===== src/design/cache_macros.svh =====
// Cache geometry macros: address, tag, index and offset widths, words per line, line count
`ifndef CACHE_MACROS_SVH
`define CACHE_MACROS_SVH

// Byte address width seen by the CPU
`define CACHE_ADDR_W 32

// Address split: tag | index | byte offset
`define CACHE_TAG_W 18
`define CACHE_INDEX_W 8
`define CACHE_OFFSET_W 6

// 16 words of 32 bits make one 64-byte line
`define CACHE_WORDS 16

// Direct mapped, one line per index
`define CACHE_LINES 256

`endif


===== src/design/cache_pkg.sv =====
// Package cache_pkg: word, tag, index, word select, line and AXI response types
`include "cache_macros.svh"

package cache_pkg;

    typedef logic [31:0] word_t;

    typedef logic [`CACHE_TAG_W-1:0] tag_t;

    typedef logic [`CACHE_INDEX_W-1:0] index_t;

    // Word number within a line, taken from offset bits 5:2
    typedef logic [`CACHE_OFFSET_W-3:0] word_sel_t;

    // Word 0 sits in bits 31:0
    typedef logic [`CACHE_WORDS*32-1:0] line_t;

    // Only OKAY and SLVERR are ever returned
    typedef enum logic [1:0] {
        RESP_OKAY   = 2'b00,
        RESP_SLVERR = 2'b10
    } resp_t;

endpackage


===== src/design/axil_cache_port.sv =====
// Module axil_cache_port: AXI4-Lite slave with request checks and response holding
`timescale 1ns/1ps
`include "cache_macros.svh"

module axil_cache_port (
    input  logic                     clk,
    input  logic                     rst_n,
    input  logic                     awvalid,
    output logic                     awready,
    input  logic [`CACHE_ADDR_W-1:0] awaddr,
    input  logic                     wvalid,
    output logic                     wready,
    input  cache_pkg::word_t         wdata,
    input  logic [3:0]               wstrb,
    output logic                     bvalid,
    input  logic                     bready,
    output cache_pkg::resp_t         bresp,
    input  logic                     arvalid,
    output logic                     arready,
    input  logic [`CACHE_ADDR_W-1:0] araddr,
    output logic                     rvalid,
    input  logic                     rready,
    output cache_pkg::word_t         rdata,
    output cache_pkg::resp_t         rresp,
    output logic                     req_valid,
    output logic                     req_wr,
    output logic [`CACHE_ADDR_W-1:0] req_addr,
    output cache_pkg::word_t         req_wdata,
    input  logic                     req_ready,
    input  logic                     rsp_valid,
    input  cache_pkg::word_t         rsp_rdata
);

    import cache_pkg::*;

    typedef enum logic [1:0] {
        P_IDLE,
        P_BUSY,
        P_RESP
    } pstate_t;

    pstate_t state;
    logic    aw_held;
    logic    w_held;
    logic    op_wr;
    logic    [`CACHE_ADDR_W-1:0] aw_addr_q;
    logic    [`CACHE_ADDR_W-1:0] cur_addr;
    word_t   wdata_q;
    word_t   cur_wdata;
    logic    [3:0] wstrb_q;
    logic    [3:0] cur_strb;
    logic    accept;
    logic    rd_go;
    logic    wr_go;
    logic    bad;

    // Readies only while idle, AR wins over AW and W
    assign accept  = (state == P_IDLE) & req_ready;
    assign arready = accept;
    assign awready = accept & ~arvalid & ~aw_held;
    assign wready  = accept & ~arvalid & ~w_held;

    // A write goes once both halves are held or arriving
    assign rd_go = arvalid & arready;
    assign wr_go = accept & ~arvalid & (aw_held | awvalid) & (w_held | wvalid);

    assign cur_addr  = rd_go ? araddr : (aw_held ? aw_addr_q : awaddr);
    assign cur_wdata = w_held ? wdata_q : wdata;
    assign cur_strb  = w_held ? wstrb_q : wstrb;

    // Misaligned or partial-strobe requests never reach the cache
    assign bad = (cur_addr[1:0] != 2'b00) | (wr_go & (cur_strb != 4'hf));

    assign req_valid = (rd_go | wr_go) & ~bad;
    assign req_wr    = wr_go;
    assign req_addr  = cur_addr;
    assign req_wdata = cur_wdata;

    always_ff @(posedge clk or negedge rst_n) begin
        if (!rst_n) begin
            state   <= P_IDLE;
            aw_held <= 1'b0;
            w_held  <= 1'b0;
            op_wr   <= 1'b0;
            bvalid  <= 1'b0;
            rvalid  <= 1'b0;
        end else begin
            if (awvalid & awready) begin
                aw_held <= 1'b1;
            end
            if (wvalid & wready) begin
                w_held <= 1'b1;
            end
            case (state)
                P_IDLE: begin
                    if (rd_go | wr_go) begin
                        op_wr <= wr_go;
                        if (wr_go) begin
                            aw_held <= 1'b0;
                            w_held  <= 1'b0;
                        end
                        if (bad) begin
                            state  <= P_RESP;
                            bvalid <= wr_go;
                            rvalid <= rd_go;
                        end else begin
                            state <= P_BUSY;
                        end
                    end
                end
                P_BUSY: begin
                    if (rsp_valid) begin
                        state  <= P_RESP;
                        bvalid <= op_wr;
                        rvalid <= ~op_wr;
                    end
                end
                // Held until the master takes it
                P_RESP: begin
                    if ((bvalid & bready) | (rvalid & rready)) begin
                        state  <= P_IDLE;
                        bvalid <= 1'b0;
                        rvalid <= 1'b0;
                    end
                end
                default: state <= P_IDLE;
            endcase
        end
    end

    always_ff @(posedge clk) begin
        if (awvalid & awready) begin
            aw_addr_q <= awaddr;
        end
        if (wvalid & wready) begin
            wdata_q <= wdata;
            wstrb_q <= wstrb;
        end
        if (state == P_IDLE && (rd_go | wr_go) && bad) begin
            bresp <= RESP_SLVERR;
            rresp <= RESP_SLVERR;
            rdata <= '0;
        end else if (state == P_BUSY && rsp_valid) begin
            bresp <= RESP_OKAY;
            rresp <= RESP_OKAY;
            rdata <= rsp_rdata;
        end
    end

endmodule


===== config.mk =====
export PLATFORM = sky130hd
export DESIGN_NAME = axil_cache_port
export DESIGN_NICKNAME = d
export VERILOG_FILES = /design/src/design/cache_pkg.sv /design/src/design/axil_cache_port.sv
export VERILOG_INCLUDE_DIRS = /design/src /design/src/design
export SDC_FILE = /design/constraint.sdc
export NUM_CORES = 1
export LEC_CHECK = 0
export ABC_AREA = 1
export BUFFER_PORTS_ARGS = -buffer_cell sky130_fd_sc_hd__buf_2
export CORE_MARGIN = 2
export CORE_UTILIZATION = 35
export CTS_CLUSTER_DIAMETER = 80
export DETAILED_ROUTE_END_ITERATION = 10
export MAX_ROUTING_LAYER = met4
export PLACE_DENSITY = 0.66
export SLEW_MARGIN = 25
export SYNTH_ARGS = -nofsm -noshare
export SYNTH_HDL_FRONTEND = slang
export SYNTH_SLANG_ARGS = --single-unit
export TNS_END_PERCENT = 30

===== constraint.sdc =====
create_clock -name clk -period 4 [get_ports clk]
set_input_delay 0.4 -clock clk [delete_from_list [all_inputs] [get_ports clk]]
set_output_delay 0.4 -clock clk [all_outputs]
set_load 0.01 [all_outputs]

* Word level (Yosys, flattened, before mapping)
Index checks and enable logic that the tools add are counted.
** Word-level totals
- Latch bits :: 0
- Input bits :: 141
- Memory bits (writable) :: 0
- Bits in read-only memories :: 0
- Word-level logic and storage cells :: 76
- Memories kept :: 0
- Register bits :: 108
- Output and inout port bits :: 107
** Cells by class
- Bitwise logic cells :: 23
- Equal/unequal tests :: 7
- $add $sub $neg :: 0
- Muxes and demuxes :: 26
- Divide/modulo/power cells :: 0
- Shift-type cells :: 0
- $lt $le $gt $ge :: 0
- Multiply operators :: 0
- Reduce and logical (&&, ||, !) cells :: 9
** Operators with widths (number)
- $mux 32 :: 3
- $mux 1 :: 15
- $and 1x1->1 :: 13
- $mux 2 :: 4
- $ne 2x2->1 const B :: 3
- $pmux 1 s3 :: 2
- $pmux 2 s3 :: 1
- $not 1->1 :: 5
- $or 1x1->1 :: 5
- $reduce_and 5->1 :: 1
- $mux 4 :: 1
- $ne 4x4->1 const B :: 1
- $logic_and 1x1->1 :: 3
- $reduce_and 3->1 :: 1
- $reduce_bool 3->1 :: 1
- $eq 2x1->1 const B :: 1
- $eq 2x2->1 const B :: 1
- $logic_not 2->1 :: 1
- $ne 2x1->1 const B :: 1
- $reduce_and 2->1 :: 1
- $reduce_bool 2->1 :: 1

* Logic depth before layout (Yosys ltp)
- Depth in word-level cells :: 10
- Depth in mapped cells :: 12
- Mapped depth without buffers :: 11

* Worst setup path after synthesis
OpenSTA, ideal clock, no wires.
- Path kind :: register to register
- Start point :: reg state[0]
- End point :: reg wdata_q[0], enable pin
- Arrival :: 3.487 ns
- Data required time :: 3.524 ns
- Period minus slack after synthesis :: 3.963 ns
- Path buffers :: 0
- Setup time :: 0.476 ns
- Stages on the path, launching flop included :: 5
- Slack :: 0.037 ns
- Cell sequence :: dfrtp_1 inv_1 ha_1 nand3b_1 nor3_1
** Between the ends
- Cells in the longest elaborated chain, start to end :: 5
** Ends and longest elaborated chain
- from (decl) :: RTL line axil_cache_port.sv:42 : pstate_t state;
- from (signal assigned) :: RTL line axil_cache_port.sv:81 : state <= P_IDLE;
- from (signal assigned) :: RTL line axil_cache_port.sv:103 : state <= P_RESP;
- from (signal assigned) :: RTL line axil_cache_port.sv:107 : state <= P_BUSY;
- $logic_not 2->1 :: RTL line axil_cache_port.sv:58 : assign accept = (state == P_IDLE) & req_ready;
- $and 1x1->1 :: RTL line axil_cache_port.sv:58
- $and 1x1->1 (2 in a row) :: RTL line axil_cache_port.sv:61 : assign wready = accept & ~arvalid & ~w_held;
- $and 1x1->1 :: RTL line axil_cache_port.sv:135 : if (wvalid & wready) begin
- to (signal assigned) :: RTL line axil_cache_port.sv:136 : wdata_q <= wdata;
- to (decl) :: RTL line axil_cache_port.sv:48 : word_t wdata_q;
No other way between the ends.
A chain may end at the register's enable or synchronous reset.

* Worst setup path in the final report
- Start point :: reg state[0]
- End point :: out req_addr[26]
** Between the ends
- Cells in the longest elaborated chain, start to end :: 4
** Ends and longest elaborated chain
- $logic_not 2->1 :: RTL line axil_cache_port.sv:58
- $and 1x1->1 :: RTL line axil_cache_port.sv:58
- $and 1x1->1 :: RTL line axil_cache_port.sv:64 : assign rd_go = arvalid & arready;
- $mux 32 :: RTL line axil_cache_port.sv:67 : assign cur_addr = rd_go ? araddr : (aw_held ? aw_addr_q : awaddr);
- to (decl) :: RTL line axil_cache_port.sv:27 : output logic [`CACHE_ADDR_W-1:0] req_addr,
No other way between the ends.

==> results.yml <==
setup_path:
  cp_slowest_cell: "buf_4"
  r2r-start: "state[0]"
  crit_chain: "inv_1 > ha_1 > nand3_2 > buf_4 > nor2_1 > a31oi_1 > buf_2"
  critPathCaptureType: "output port"
  crit_start: "state[0]"
  slowest_delay_ns: 0.50
  crit_buf_inv: 3
  path_delay_family: "buffers and inverters"
  crit_arrival_ns: 2.16
  crit_fanout: 61
  worstPathRequired_ns: 3.60
  cp-start-kind: "flop"
  crit_type: "flop to output port"
detailed_routing:
  ant_nets: 0
  drtPass1Iterations: 4
  drc_errors: 0
  via_per_inst: 4.44
  drt_iter0_markers: 237
  routed_wirelength_mm: 13.1
  dr_total_vias: 4569
  wl_per_cell_microns: 12.7
synth:
  yosys_warnings: 0
  synth.avg_cell_area_sq_um: 8.18
  synthSimpleGateAreaFrac_pct: 29.9
  synth.cell_area_sq_um: 4980
  yosysSeqAreaShare_pct: 57.8
  synth_compound_area_share_pct: 4.57
  synthMuxAreaShare_pct: 0
  synth_adder_area_share_pct: 1.00
  ys_types: 24
  synth-seq-cells: 108
  synthXorXnorAreaFrac_pct: 0
  synth_top_family_by_area: "simple AND/OR/NAND/NOR gates"
  netlist_instances: 609
timing:
  fin_crit_sh_pct: 64.1
  finalSetupViolCount: 0
  tightest_slew_ns: 0.972
  hold_ws_ns: 0.241
  max_slew_margin_pct: 35.1
  skew_ns: 0.00502
  timing.fmax_mhz: 390
  rsz0062_at_grt: "false"
  final-max-slew-violation-count: 0
  finalSetupTns_ns: 0
  hold_viol: 0
  min_period_ns: 2.56
cts:
  cts_tree: "done"
  numCtsBuffers: 9
  htree_levels: 3
  clock_latency_ns: 0.34
  cts_buffer_depth: 2
  clock_sinks: 108
  clk_pin_slew_ns: 0.07
  clock-root-buffer: "clkbuf_16"
floorplan:
  coreArea_sq_um: 13900
  io_pins: 248
  die_w_microns: 123
  initial_core_util_pct: 35.9
  die_y_microns: 123
  die_area_sq_um: 15200
  core.rowCount: 43
placement:
  hpwl_mm: 9.47
  port_buffers: 245
  gp_congestion: 0.797
layout:
  postLayoutCoreUtil_pct: 48.0
  area_growth_syn_to_layout_pct: 33.8
  nets: 986
  drive_gt1_share_pct: 33.5
global_route:
  gr-total-overflow: 0
  grt_max_degree: 62
  grt_pass1_vias: 4146
  antenna_found_initial: 2
  track_usage_pct: 17.4
  grt_pass1_wl_mm: 19.9
run:
  cap_viol_max_count: 0
power:
  powerDensity_nw_per_um2: 632
  ir_drop_uv: 254
  p_leak_nw: 3.39
outcome:
  status: "finished, final reports clean"
hold_path:
  hold_class: "primary input to flop"
  timing.hold.worst.start: "wdata[26]"
## power by group
| part | leakage [nW] | switching (mW) | internal [mW] |
|---|---|---|---|
| sequential | 0.977 | 0.110 | 1.40 |
| clock | 0.156 | 0.395 | 0.497 |
| combinational | 2.25 | 1.11 | 0.694 |
| total | 3.39 | 1.61 | 2.60 |
## cells in the final DEF, fill, tap and decap left out, types with 7 or more instances in the layout
cell       Yosys  routed
a31oi_1       30      30
clkbuf_16      0      10
inv_1         45      45
nand3_1        9       8
nor2_1        73      73
buf_2          3     245
dfrtp_1        7       7
buf_4          3       7
edfxtp_1      68      68
nand2_1      281     281
dfxtp_1       33      33
## area by class of cell
| cell class | count | area, sq um |
|---|---|---|
| Inverter | 46 | 173 |
| Timing Repair Buffer | 253 | 1290 |
| Tap cell | 180 | 225 |
| Clock buffer | 12 | 278 |
| Multi-Input combinational cell | 423 | 1790 |
| Clock inverter | 4 | 27.5 |
| Fill cell | 1409 | 7220 |
| Sequential cell | 108 | 2880 |
| Antenna cell | 2 | 5.00 |
## layer usage
metal,vias to the layer above,GRT usage (%),part of all wire (%)
li1,2376,-,-
met1,1989,21.5,44
met2,180,27.1,46
met3,24,4.15,7.8
met4,0,8.31,2.8
met5,-,-,0
## state kept, by name, summed over array words and instances (netlist names)
register / flops
w_held: 1
bvalid: 1
bresp: 1
aw_held: 1
rdata: 32
aw_addr_q: 32
state: 2
op_wr: 1
wdata_q: 32
wstrb_q: 4
rvalid: 1
## worst paths after layout
| kind | depth (start not counted) | slack [ns] | endpoint |
|---|---|---|---|
| max in group asynchronous | 2 | 3.41 | bvalid |
| setup / recovery | 7 | 1.44 | req_addr[26] |
| setup reg to reg | 9 | 1.59 | rdata[14] |
| hold reg to reg | 4 | 0.53 | rdata[13] |
| min in group asynchronous | 2 | 0.44 | w_held |
| hold / removal | 1 | 0.24 | wdata_q[26] |
## worst register-to-register path, delay by kind of cell, from the launching register on
kind | cells | cell delay (ns)
buffers and inverters | 1 | 0.09
and+or+nand+nor | 7 | 1.48
adders and majority gates | 1 | 0.28
DFF | 1 | 0.41
## stage by stage
stage | total power [mW] | worst slack, ns | std cells | instance area (sq um)
2_1_floorplan | 2.67 | 0.0371 | 610 | 4990
3_3_place_gp | 3.35 | 1.68 | 1009 | 6340
3_5_place_dp | 3.36 | 1.58 | 1009 | 6340
4_1_cts | 4.28 | 1.41 | 1026 | 6660
5_1_grt | 4.56 | 1.23 | 1028 | 6660
6_report | 4.21 | 1.44 | 1028 | 6660
## Yosys cell counts, drive strengths merged
master,count,share of area [%]
clkbuf,18,1.4
inv,46,3.5
conb,1,0.075
buf,15,1.9
a31oi,30,3.8
dfxtp,33,13
ha,4,1.0
nand3,10,1.1
nand3b,3,0.45
nor2,80,6.6
nor3,2,0.20
dfrtp,7,3.5
a21oi,2,0.20
nand2,284,22
edfxtp,68,41
o21ai,6,0.60
## cells by family (layout without fill, tap and decap cells)
group | after synthesis | in the layout
and+or+nand+nor | 379 | 379
DFF | 108 | 108
buffers and inverters | 79 | 315
AOI/OAI and AO/OA | 38 | 38
adders and majority gates | 4 | 4
other | 1 | 4
## timing repair
| item | CTS | global route |
|---|---|---|
| gates resized for setup | 0 | 0 |
| buffers inserted | 0 | 0 |
| hold buffers | 1 | 0 |
| endpoints found under the hold margin | 7 | 0 |
Power figures use the tool's default switching activity.
